### src/include/csa_config.svh
`ifndef CSA_CONFIG_SVH
`define CSA_CONFIG_SVH

// ******************************
// datapath and register window
// ******************************

`define CSA_DATA_WIDTH 32
`define CSA_ADDR_BITS 5

// ******************************
// engine array
// ******************************

// 2 to 8 engines.
`define CSA_UNIT_NUM 4
// power of two.
`define CSA_JOB_FIFO_DEPTH 8

`endif

### src/source/csa_pkg.sv
`default_nettype none

`include "csa_config.svh"

package csa_pkg;

	// word 0 is the block, word 4 the round start.
	typedef struct packed {
		logic [`CSA_DATA_WIDTH-1:0] round_start;
		logic [`CSA_DATA_WIDTH-1:0] rounds;
		logic [2*`CSA_DATA_WIDTH-1:0] key;
		logic [`CSA_DATA_WIDTH-1:0] block;
	} job_t;

	// job in words 0 to 4, state in words 5 and 6.
	typedef struct packed {
		logic [2*`CSA_DATA_WIDTH-1:0] state;
		job_t job;
	} result_t;

	typedef logic [$clog2(`CSA_UNIT_NUM)-1:0] unit_tag_t;

	typedef enum logic [`CSA_ADDR_BITS-1:0] {
		ADDR_CHANNEL = 5'd0,
		ADDR_IN_VALID = 5'd1,
		ADDR_IN_DATA_0 = 5'd2,
		ADDR_IN_DATA_1 = 5'd3,
		ADDR_IN_DATA_2 = 5'd4,
		ADDR_IN_DATA_3 = 5'd5,
		ADDR_IN_DATA_4 = 5'd6,
		ADDR_OUT_VALID = 5'd7,
		ADDR_OUT_DATA_0 = 5'd8,
		ADDR_OUT_DATA_1 = 5'd9,
		ADDR_OUT_DATA_2 = 5'd10,
		ADDR_OUT_DATA_3 = 5'd11,
		ADDR_OUT_DATA_4 = 5'd12,
		ADDR_OUT_DATA_5 = 5'd13,
		ADDR_OUT_DATA_6 = 5'd14,
		ADDR_IDLE = 5'd15,
		ADDR_READY = 5'd16,
		ADDR_RESET = 5'd17
	} reg_addr_e;

endpackage

`default_nettype wire

### src/source/csa_job_dispatcher.sv
`default_nettype none

`include "csa_config.svh"

module csa_job_dispatcher (
	input wire axi_mm_clk,
	input wire rst_n,
	input wire job_valid_i,
	input wire csa_pkg::job_t job_i,
	input wire [`CSA_UNIT_NUM-1:0] unit_idle_i,
	output logic [`CSA_UNIT_NUM-1:0] start_o,
	output csa_pkg::job_t job_o,
	output logic dispatch_valid_o,
	output csa_pkg::unit_tag_t dispatch_unit_o,
	output logic fifo_empty_o,
	output logic fifo_full_o
);

	localparam int PTR_W = $clog2(`CSA_JOB_FIFO_DEPTH);
	localparam csa_pkg::unit_tag_t LAST_UNIT = csa_pkg::unit_tag_t'(`CSA_UNIT_NUM - 1);

	csa_pkg::job_t fifo_mem [`CSA_JOB_FIFO_DEPTH];
	logic [PTR_W:0] wr_ptr; // extra bit tells full from empty.
	logic [PTR_W:0] rd_ptr;
	csa_pkg::unit_tag_t scan_ptr;
	logic push;
	logic pop;

	// ******************************
	// job FIFO
	// ******************************

	assign fifo_empty_o = (wr_ptr == rd_ptr);
	assign fifo_full_o = (wr_ptr[PTR_W] != rd_ptr[PTR_W])
		&& (wr_ptr[PTR_W-1:0] == rd_ptr[PTR_W-1:0]);

	assign push = job_valid_i && !fifo_full_o; // strobe dropped when full.
	assign pop = unit_idle_i[scan_ptr] && !fifo_empty_o;

	always_ff @(posedge axi_mm_clk) begin
		if (push) begin
			fifo_mem[wr_ptr[PTR_W-1:0]] <= job_i;
		end
	end

	// ******************************
	// round-robin assignment
	// ******************************

	always_ff @(posedge axi_mm_clk) begin
		if (!rst_n) begin
			wr_ptr <= '0;
			rd_ptr <= '0;
			scan_ptr <= '0;
			start_o <= '0;
			dispatch_valid_o <= 1'b0;
			dispatch_unit_o <= '0;
		end else begin
			start_o <= '0;
			dispatch_valid_o <= 1'b0;
			if (push) begin
				wr_ptr <= wr_ptr + 1'b1;
			end
			if (pop) begin
				rd_ptr <= rd_ptr + 1'b1;
				start_o[scan_ptr] <= 1'b1;
				dispatch_valid_o <= 1'b1;
				dispatch_unit_o <= scan_ptr;
			end
			// pointer moves on every cycle, so a started engine is not picked twice.
			if (scan_ptr == LAST_UNIT) begin
				scan_ptr <= '0;
			end else begin
				scan_ptr <= scan_ptr + 1'b1;
			end
		end
	end

	always_ff @(posedge axi_mm_clk) begin
		if (pop) begin
			job_o <= fifo_mem[rd_ptr[PTR_W-1:0]]; // shared by all engines.
		end
	end

endmodule

`default_nettype wire

### src/source/csa_regs.sv
`default_nettype none

`include "csa_config.svh"

module csa_regs (
	input wire axi_mm_clk,
	input wire rst_n,
	input wire wen_i,
	input wire [`CSA_ADDR_BITS-1:0] waddr_i,
	input wire [`CSA_DATA_WIDTH-1:0] wdata_i,
	input wire ren_i,
	input wire [`CSA_ADDR_BITS-1:0] raddr_i,
	output logic [`CSA_DATA_WIDTH-1:0] rdata_o,
	input wire dispatch_valid_i,
	input wire csa_pkg::unit_tag_t dispatch_unit_i,
	input wire csa_pkg::job_t dispatch_job_i,
	input wire result_valid_i,
	input wire csa_pkg::unit_tag_t result_unit_i,
	input wire csa_pkg::result_t result_i,
	input wire units_idle_i,
	input wire fifo_empty_i,
	input wire fifo_full_i,
	output logic core_rst_n_o
);

	localparam int DW = `CSA_DATA_WIDTH;

	typedef logic [DW-1:0] word_t;

	csa_pkg::unit_tag_t channel;
	logic chan_wr;
	logic soft_rst_q;
	logic soft_rst_q1;
	logic in_valid;
	logic out_valid;
	csa_pkg::job_t in_mirror;
	csa_pkg::result_t out_mirror;
	logic dev_idle;
	logic dev_ready;

	// ******************************
	// channel select and soft reset
	// ******************************

	assign chan_wr = wen_i && (waddr_i == csa_pkg::ADDR_CHANNEL) && (wdata_i < `CSA_UNIT_NUM);

	always_ff @(posedge axi_mm_clk) begin
		if (!rst_n) begin
			channel <= '0;
			soft_rst_q <= 1'b1;
			soft_rst_q1 <= 1'b1;
		end else begin
			soft_rst_q <= !(wen_i && (waddr_i == csa_pkg::ADDR_RESET));
			soft_rst_q1 <= soft_rst_q; // stretch to two cycles.
			if (chan_wr) begin
				channel <= csa_pkg::unit_tag_t'(wdata_i);
			end
		end
	end

	assign core_rst_n_o = rst_n && soft_rst_q && soft_rst_q1;

	// ******************************
	// per-channel mirrors
	// ******************************

	always_ff @(posedge axi_mm_clk) begin
		if (!rst_n) begin
			in_valid <= 1'b0;
			out_valid <= 1'b0;
		end else if (chan_wr) begin
			in_valid <= 1'b0;
			out_valid <= 1'b0;
		end else begin
			if (dispatch_valid_i && dispatch_unit_i == channel) begin
				in_valid <= 1'b1;
			end
			if (result_valid_i && result_unit_i == channel) begin
				out_valid <= 1'b1;
			end
		end
	end

	always_ff @(posedge axi_mm_clk) begin
		if (!chan_wr && dispatch_valid_i && dispatch_unit_i == channel) begin
			in_mirror <= dispatch_job_i;
		end
		if (!chan_wr && result_valid_i && result_unit_i == channel) begin
			out_mirror <= result_i;
		end
	end

	assign dev_idle = fifo_empty_i && units_idle_i;
	assign dev_ready = !fifo_full_i;

	always_ff @(posedge axi_mm_clk) begin
		if (!rst_n) begin
			rdata_o <= '0;
		end else if (ren_i) begin
			case (raddr_i)
				csa_pkg::ADDR_CHANNEL: rdata_o <= word_t'(channel);
				csa_pkg::ADDR_IN_VALID: rdata_o <= word_t'(in_valid);
				csa_pkg::ADDR_IN_DATA_0: rdata_o <= in_mirror[0*DW +: DW];
				csa_pkg::ADDR_IN_DATA_1: rdata_o <= in_mirror[1*DW +: DW];
				csa_pkg::ADDR_IN_DATA_2: rdata_o <= in_mirror[2*DW +: DW];
				csa_pkg::ADDR_IN_DATA_3: rdata_o <= in_mirror[3*DW +: DW];
				csa_pkg::ADDR_IN_DATA_4: rdata_o <= in_mirror[4*DW +: DW];
				csa_pkg::ADDR_OUT_VALID: rdata_o <= word_t'(out_valid);
				csa_pkg::ADDR_OUT_DATA_0: rdata_o <= out_mirror[0*DW +: DW];
				csa_pkg::ADDR_OUT_DATA_1: rdata_o <= out_mirror[1*DW +: DW];
				csa_pkg::ADDR_OUT_DATA_2: rdata_o <= out_mirror[2*DW +: DW];
				csa_pkg::ADDR_OUT_DATA_3: rdata_o <= out_mirror[3*DW +: DW];
				csa_pkg::ADDR_OUT_DATA_4: rdata_o <= out_mirror[4*DW +: DW];
				csa_pkg::ADDR_OUT_DATA_5: rdata_o <= out_mirror[5*DW +: DW];
				csa_pkg::ADDR_OUT_DATA_6: rdata_o <= out_mirror[6*DW +: DW];
				csa_pkg::ADDR_IDLE: rdata_o <= word_t'(dev_idle);
				csa_pkg::ADDR_READY: rdata_o <= word_t'(dev_ready);
				default: begin
					rdata_o <= {16'hE000, {(16 - `CSA_ADDR_BITS){1'b0}}, raddr_i}; // fault pattern.
				end
			endcase
		end
	end

endmodule

`default_nettype wire

### src/source/csa_result_collector.sv
`default_nettype none

`include "csa_config.svh"

module csa_result_collector (
	input wire axi_mm_clk,
	input wire rst_n,
	input wire [`CSA_UNIT_NUM-1:0] unit_done_i,
	input wire csa_pkg::result_t unit_result_i [`CSA_UNIT_NUM],
	output logic [`CSA_UNIT_NUM-1:0] take_o,
	output logic result_valid_o,
	output csa_pkg::result_t result_o,
	output csa_pkg::unit_tag_t result_unit_o
);

	localparam csa_pkg::unit_tag_t LAST_UNIT = csa_pkg::unit_tag_t'(`CSA_UNIT_NUM - 1);

	csa_pkg::unit_tag_t scan_ptr;
	csa_pkg::unit_tag_t take_unit;
	logic take_active;

	assign take_active = |take_o;

	always_ff @(posedge axi_mm_clk) begin
		if (!rst_n) begin
			scan_ptr <= '0;
			take_unit <= '0;
			take_o <= '0;
			result_valid_o <= 1'b0;
			result_unit_o <= '0;
		end else begin
			take_o <= '0;
			result_valid_o <= take_active; // one cycle behind take.
			if (take_active) begin
				result_unit_o <= take_unit;
			end
			if (unit_done_i[scan_ptr]) begin
				take_o[scan_ptr] <= 1'b1;
				take_unit <= scan_ptr;
			end
			if (scan_ptr == LAST_UNIT) begin
				scan_ptr <= '0;
			end else begin
				scan_ptr <= scan_ptr + 1'b1;
			end
		end
	end

	// the taken engine still holds its result during the take cycle.
	always_ff @(posedge axi_mm_clk) begin
		if (take_active) begin
			result_o <= unit_result_i[take_unit];
		end
	end

endmodule

`default_nettype wire

### src/source/csa_round_unit.sv
`default_nettype none

`include "csa_config.svh"

module csa_round_unit (
	input wire axi_mm_clk,
	input wire rst_n,
	input wire start_i,
	input wire csa_pkg::job_t job_i,
	input wire take_i,
	output logic idle_o,
	output logic done_o,
	output csa_pkg::result_t result_o
);

	typedef enum logic [1:0] {
		ST_IDLE,
		ST_BUSY,
		ST_DONE
	} unit_state_e;

	unit_state_e state;
	csa_pkg::job_t job_q;
	logic [2*`CSA_DATA_WIDTH-1:0] data_q;
	logic [`CSA_DATA_WIDTH-1:0] round_cnt;
	logic [2*`CSA_DATA_WIDTH-1:0] mixed;
	logic [2*`CSA_DATA_WIDTH-1:0] round_next;

	// rotl3(state ^ key) + round_start + index, mod 2^64.
	assign mixed = data_q ^ job_q.key;
	assign round_next = {mixed[2*`CSA_DATA_WIDTH-4:0], mixed[2*`CSA_DATA_WIDTH-1 -: 3]}
		+ (2*`CSA_DATA_WIDTH)'(job_q.round_start)
		+ (2*`CSA_DATA_WIDTH)'(round_cnt);

	always_ff @(posedge axi_mm_clk) begin
		if (!rst_n) begin
			state <= ST_IDLE;
			round_cnt <= '0;
		end else begin
			case (state)
				ST_IDLE: begin
					if (start_i) begin
						round_cnt <= '0;
						state <= (job_i.rounds == '0) ? ST_DONE : ST_BUSY; // zero rounds skips busy.
					end
				end
				ST_BUSY: begin
					round_cnt <= round_cnt + 1'b1;
					if (round_cnt == job_q.rounds - 1'b1) begin
						state <= ST_DONE;
					end
				end
				ST_DONE: begin
					if (take_i) begin
						state <= ST_IDLE; // collector has the result.
					end
				end
				default: begin
					state <= ST_IDLE;
				end
			endcase
		end
	end

	always_ff @(posedge axi_mm_clk) begin
		if (state == ST_IDLE && start_i) begin
			job_q <= job_i;
			data_q <= (2*`CSA_DATA_WIDTH)'(job_i.block); // block in the low word.
		end else if (state == ST_BUSY) begin
			data_q <= round_next;
		end
	end

	assign idle_o = (state == ST_IDLE);
	assign done_o = (state == ST_DONE);
	assign result_o = {data_q, job_q};

endmodule

`default_nettype wire

### src/source/csa_top.sv
`default_nettype none

`include "csa_config.svh"

module csa_top (
	input wire axi_mm_clk,
	input wire rst_n,
	input wire wen_i,
	input wire [`CSA_ADDR_BITS-1:0] waddr_i,
	input wire [`CSA_DATA_WIDTH-1:0] wdata_i,
	input wire ren_i,
	input wire [`CSA_ADDR_BITS-1:0] raddr_i,
	output wire [`CSA_DATA_WIDTH-1:0] rdata_o,
	input wire job_valid_i,
	input wire csa_pkg::job_t job_i,
	output wire result_valid_o,
	output wire csa_pkg::result_t result_o,
	output wire csa_pkg::unit_tag_t result_unit_o
);

	logic core_rst_n;
	logic [`CSA_UNIT_NUM-1:0] unit_start;
	logic [`CSA_UNIT_NUM-1:0] unit_idle;
	logic [`CSA_UNIT_NUM-1:0] unit_done;
	logic [`CSA_UNIT_NUM-1:0] unit_take;
	csa_pkg::result_t unit_result [`CSA_UNIT_NUM];
	csa_pkg::job_t start_job;
	logic dispatch_valid;
	csa_pkg::unit_tag_t dispatch_unit;
	logic fifo_empty;
	logic fifo_full;

	csa_regs u_regs (
		.axi_mm_clk(axi_mm_clk),
		.rst_n(rst_n),
		.wen_i(wen_i),
		.waddr_i(waddr_i),
		.wdata_i(wdata_i),
		.ren_i(ren_i),
		.raddr_i(raddr_i),
		.rdata_o(rdata_o),
		.dispatch_valid_i(dispatch_valid),
		.dispatch_unit_i(dispatch_unit),
		.dispatch_job_i(start_job),
		.result_valid_i(result_valid_o),
		.result_unit_i(result_unit_o),
		.result_i(result_o),
		.units_idle_i(&unit_idle), // all engines idle.
		.fifo_empty_i(fifo_empty),
		.fifo_full_i(fifo_full),
		.core_rst_n_o(core_rst_n)
	);

	csa_job_dispatcher u_dispatcher (
		.axi_mm_clk(axi_mm_clk),
		.rst_n(core_rst_n),
		.job_valid_i(job_valid_i),
		.job_i(job_i),
		.unit_idle_i(unit_idle),
		.start_o(unit_start),
		.job_o(start_job),
		.dispatch_valid_o(dispatch_valid),
		.dispatch_unit_o(dispatch_unit),
		.fifo_empty_o(fifo_empty),
		.fifo_full_o(fifo_full)
	);

	for (genvar i = 0; i < `CSA_UNIT_NUM; i++) begin : g_unit
		csa_round_unit u_unit (
			.axi_mm_clk(axi_mm_clk),
			.rst_n(core_rst_n),
			.start_i(unit_start[i]),
			.job_i(start_job),
			.take_i(unit_take[i]),
			.idle_o(unit_idle[i]),
			.done_o(unit_done[i]),
			.result_o(unit_result[i])
		);
	end

	csa_result_collector u_collector (
		.axi_mm_clk(axi_mm_clk),
		.rst_n(core_rst_n),
		.unit_done_i(unit_done),
		.unit_result_i(unit_result),
		.take_o(unit_take),
		.result_valid_o(result_valid_o),
		.result_o(result_o),
		.result_unit_o(result_unit_o)
	);

endmodule

`default_nettype wire

### config.mk
export PLATFORM = sky130hd
export DESIGN_NAME = csa_top
export DESIGN_NICKNAME = d
export VERILOG_FILES = /design/src/source/csa_pkg.sv /design/src/source/csa_job_dispatcher.sv /design/src/source/csa_regs.sv /design/src/source/csa_result_collector.sv /design/src/source/csa_round_unit.sv /design/src/source/csa_top.sv
export VERILOG_INCLUDE_DIRS = /design/src /design/src/include
export SDC_FILE = /design/constraint.sdc
export NUM_CORES = 2
export LEC_CHECK = 0
export ABC_CLOCK_PERIOD_IN_PS = 63300
export BUFFER_PORTS_ARGS = -buffer_cell sky130_fd_sc_hd__buf_2
export CAP_MARGIN = 10
export CORE_MARGIN = 4
export CORE_UTILIZATION = 50
export CTS_CLUSTER_SIZE = 10
export DETAILED_ROUTE_END_ITERATION = 8
export PLACE_DENSITY = 0.75
export SLEW_MARGIN = 40
export SYNTH_ARGS = -nofsm -noshare
export SYNTH_HDL_FRONTEND = slang
export SYNTH_SLANG_ARGS = --single-unit
export TNS_END_PERCENT = 10
### constraint.sdc
create_clock -name axi_mm_clk -period 63.3 [get_ports axi_mm_clk]
set_input_delay 15.825 -clock axi_mm_clk [delete_from_list [all_inputs] [get_ports axi_mm_clk]]
set_output_delay 15.825 -clock axi_mm_clk [all_outputs]
set_load 0.1 [all_outputs]
==> results.cfg <==
[route]
routed_wl_um = 494000
drt_drc_violations_left = 0
wire_per_inst_um = 37.5
drtAntennaViolNets = 0
vias = 86700
drt-initial-drc-count = 14500
first_pass_iters = 9
viasPerCell = 6.59

[grt]
grtUsageMet3_pct = 11.2
grt_overflow_total = 0
met2_usage_pct = 49.8
grt_start_max_net_pins = 127
antenna_found_initial = 101
grt_usage_pct = 34.8
grt_pass1_vias = 82800
met1_usage_pct = 47.2
grt_pass1_wl_um = 671000
grt_busiest_layer = met2

[critical_path]
critical_path.top_delay_family = flip-flops
path_cells = buf_2
endpoint_kind = primary output
r2r_start = g_unit[0].u_unit.result_o[94]$_DFFE_PP_
rr_endpoint = g_unit[0].u_unit.data_q[63]$_SDFFE_PP0P_
path_max_fanout = 2
arrival_ns = 2.24
path_buf_inv = 1
critPathKind = reg2out
r2r_setup_slack_ns = 57.00
critPathMaxStageDelay_ns = 0.79
crit_slowest_cell = edfxtp_1
critPathRequiredTime_ns = 47.47
worstRegToRegCells = 18
cp-start-kind = register

[floorplan]
die_y_um = 529
initial_utilization_pct = 50.2
dieArea_um2 = 280000
io_pins = 466
fp.dieW_um = 529
std_cell_rows = 191
core_um2 = 271000

[cts]
clockBufferDepth = 4
clk_latency_ns = 0.93
clk_pin_slew_ns = 0.06
cts_resized = 0
cts_setup_buffers = 0
cts_hold_buf = 0
root_buffer = clkbuf_16
htree_levels = 5
cts_buffers = 365
clock-sinks = 3146
cts_tree = built

[timing]
max_freq_ghz = 0.0554
min_period_ns = 18.06
worst_slew_pin_slew_ns = 0.994
max-slew-margin-rel_pct = 33.1
tns_ns = 0
whs_ns = 0.421
worst_clock_skew_ns = 0.0675
setup_viol = 0
grt_setup_unrepaired = false
final_max_slew_viol_count = 0
min_period_over_period_pct = 28.5
finalWorstSetupSlack_ns = 45.24
finalHoldViolCount = 0

[worst_hold_path]
min_to = u_regs.out_mirror[50]$_DFFE_PP_
whs_path_depth = 0
hold_class = reg2reg
min-delay-start = u_collector.result_o[50]$_DFFE_PP_

[synth]
synth-main-ff-cell = edfxtp_1
synth_edf_count = 2816
synth_top_area_share_pct = 62.2
ys_types = 98
post_synth.cell_area_avg_um2 = 15.5
yosys_warnings = 0
synthArstFlopShare_pct = 0
syn_inst = 8746
ys_seq_elements = 3146
netlist_area_um2 = 136000
yosysTopAreaCell = edfxtp_1
seq_area_frac_synth_pct = 67.1
synth_commonest_cells = edfxtp_1, inv_1, mux4_2
yosys.cell_count.top_type = edfxtp_1
syn-num-nets = 9231
yosys-top-cells-area = edfxtp_1, mux4_2, dfxtp_1

[layout]
layout.nets = 9873
drive_gt1_share_pct = 19.7
layout.cells.non_filler = 13200
multi_input_area_um2 = 41600
ff_latch_area_um2 = 91200
n_fill_cell = 20700
syn2layout_area_growth_pct = 13.3

[power]
powerDensity_nw_per_um2 = 41.6
seq_power_share_pct = 47.4
combPwrFrac_pct = 23.1
p_sw_mw = 2.11
power_mw = 6.41
intPower_mw = 4.29
clkPwrFrac_pct = 29.4
p_leak_nw = 51.5
swShare_pct = 33.0
ir_worst_vdd_v = 0.0000297

[flow_run]
cap_viol_max_count = 0

[placement]
gp_congestion = 1.10
place_inst = 12600
port-buffer-count = 465
dpl.hpwl_um = 359000
post-place-ws_ns = 44.37

[outcome]
outcome = finished clean
==> power by group through the flow <==
stage	clock (mW)	combinational (mW)	sequential, mW
floorplan	0	0.953	2.86
global placement	0	1.41	3.05
detailed placement	0	1.43	3.06
CTS	1.90	1.45	3.02
global route	1.99	1.57	3.04
finish	1.88	1.48	3.04
==> metrics by stage <==
step / instance area, um2 / utilization, %
2_1_floorplan: 136000 / -
3_3_place_gp: 143000 / 52.8
3_5_place_dp: 143000 / 53.0
4_1_cts: 154000 / 56.8
5_1_grt: 154000 / 56.9
6_report: 154000 / 56.9
==> worst max path at each step <==
stage	start	to	slack, ns	cells past startpoint
after floorplan	job_valid_i	u_dispatcher.fifo_mem[1][0]$_DFFE_PP_	29.84	2
after CTS	u_collector.result_o[205]$_DFFE_PP_	result_o[205]	45.25	1
after detailed placement	job_valid_i	u_dispatcher.fifo_mem[7][83]$_DFFE_PP_	44.37	7
after global routing	job_valid_i	u_dispatcher.fifo_mem[1][84]$_DFFE_PP_	45.24	6
after global placement	waddr_i[1]	u_regs.in_mirror[60]$_DFFE_PP_	44.01	7
final	u_collector.result_o[205]$_DFFE_PP_	result_o[205]	45.24	1
==> per-layer routing <==
metal / up-vias / part of all wire, % / wire length [um]
met5: - / 0.068 / 335
met1: 44100 / 36 / 178000
met3: 1160 / 14 / 70800
met2: 6677 / 43 / 210000
li1: 34700 / - / -
met4: 50 / 7.0 / 34700
==> kinds of logic (layout without fill, tap and decap cells) <==
logic type               Yosys count  in the layout  share of synthesized area (%)
AO/OA/AOI/OAI                   1223           1223                           5.79
XOR/XNOR                         656            656                           4.23
adder cells (fa/ha/maj)          278            278                           3.29
buffers and inverters            932           1748                           2.59
flip-flops                      3146           3146                           67.1
multiplexers                     759            759                           10.8
other                              0             37                              0
AND/OR/NAND/NOR                 1752           1752                           6.24
==> layout make-up <==
cell class	instances	share of cell area (%)
multi-input cells	4668	27.0
inverters	567	1.41
well taps	3570	2.90
repair buffers	640	2.71
clock inverters	39	0.328
diodes	37	0.0601
clock buffers	502	6.33
flip-flops and latches	3146	59.2
==> flip-flops by register name, indices dropped and copies added (netlist names), 4 cells and up <==
signal / flops
u_regs.in_mirror: 160
u_dispatcher.wr_ptr: 4
g_unit.u_unit.round_cnt: 128
u_dispatcher.fifo_mem: 1280
u_collector.result_o: 224
u_dispatcher.rd_ptr: 4
u_regs.out_mirror: 224
u_regs.rdata_o: 32
g_unit.u_unit.data_q: 256
g_unit.u_unit.state: 8
u_dispatcher.start_o: 4
u_collector.take_o: 4
g_unit.u_unit.result_o: 640
u_dispatcher.job_o: 160
==> cell usage in the layout, fill, tap and decap left out, types with 24 or more instances in the layout <==
cell / Yosys / routed
or3_1: 48 / 48
nor2b_1: 30 / 27
buf_2: 2 / 466
nand2_1: 449 / 445
and3_1: 44 / 43
ha_1: 146 / 146
nand3_1: 200 / 198
mux4_2: 544 / 544
clkbuf_1: 290 / 128
o211ai_1: 34 / 34
nand2b_1: 50 / 50
o31ai_1: 25 / 25
a22oi_1: 123 / 123
nand4_1: 99 / 99
mux2i_1: 51 / 51
a21oi_1: 367 / 365
o21a_1: 25 / 25
o21ai_0: 274 / 273
buf_4: 0 / 105
xor2_1: 199 / 195
dfxtp_1: 330 / 325
nor2_1: 461 / 442
nor4_1: 90 / 84
a31oi_1: 52 / 52
a222oi_1: 29 / 29
clkbuf_16: 0 / 365
inv_1: 565 / 559
a211oi_1: 34 / 32
diode_2: 0 / 37
o221a_2: 24 / 24
nor3_1: 145 / 139
mux2_2: 162 / 162
buf_6: 3 / 37
edfxtp_1: 2816 / 2816
a21o_1: 59 / 59
xnor2_1: 457 / 449
fa_1: 132 / 132
No activity file was read; power rests on OpenSTA's default activity.
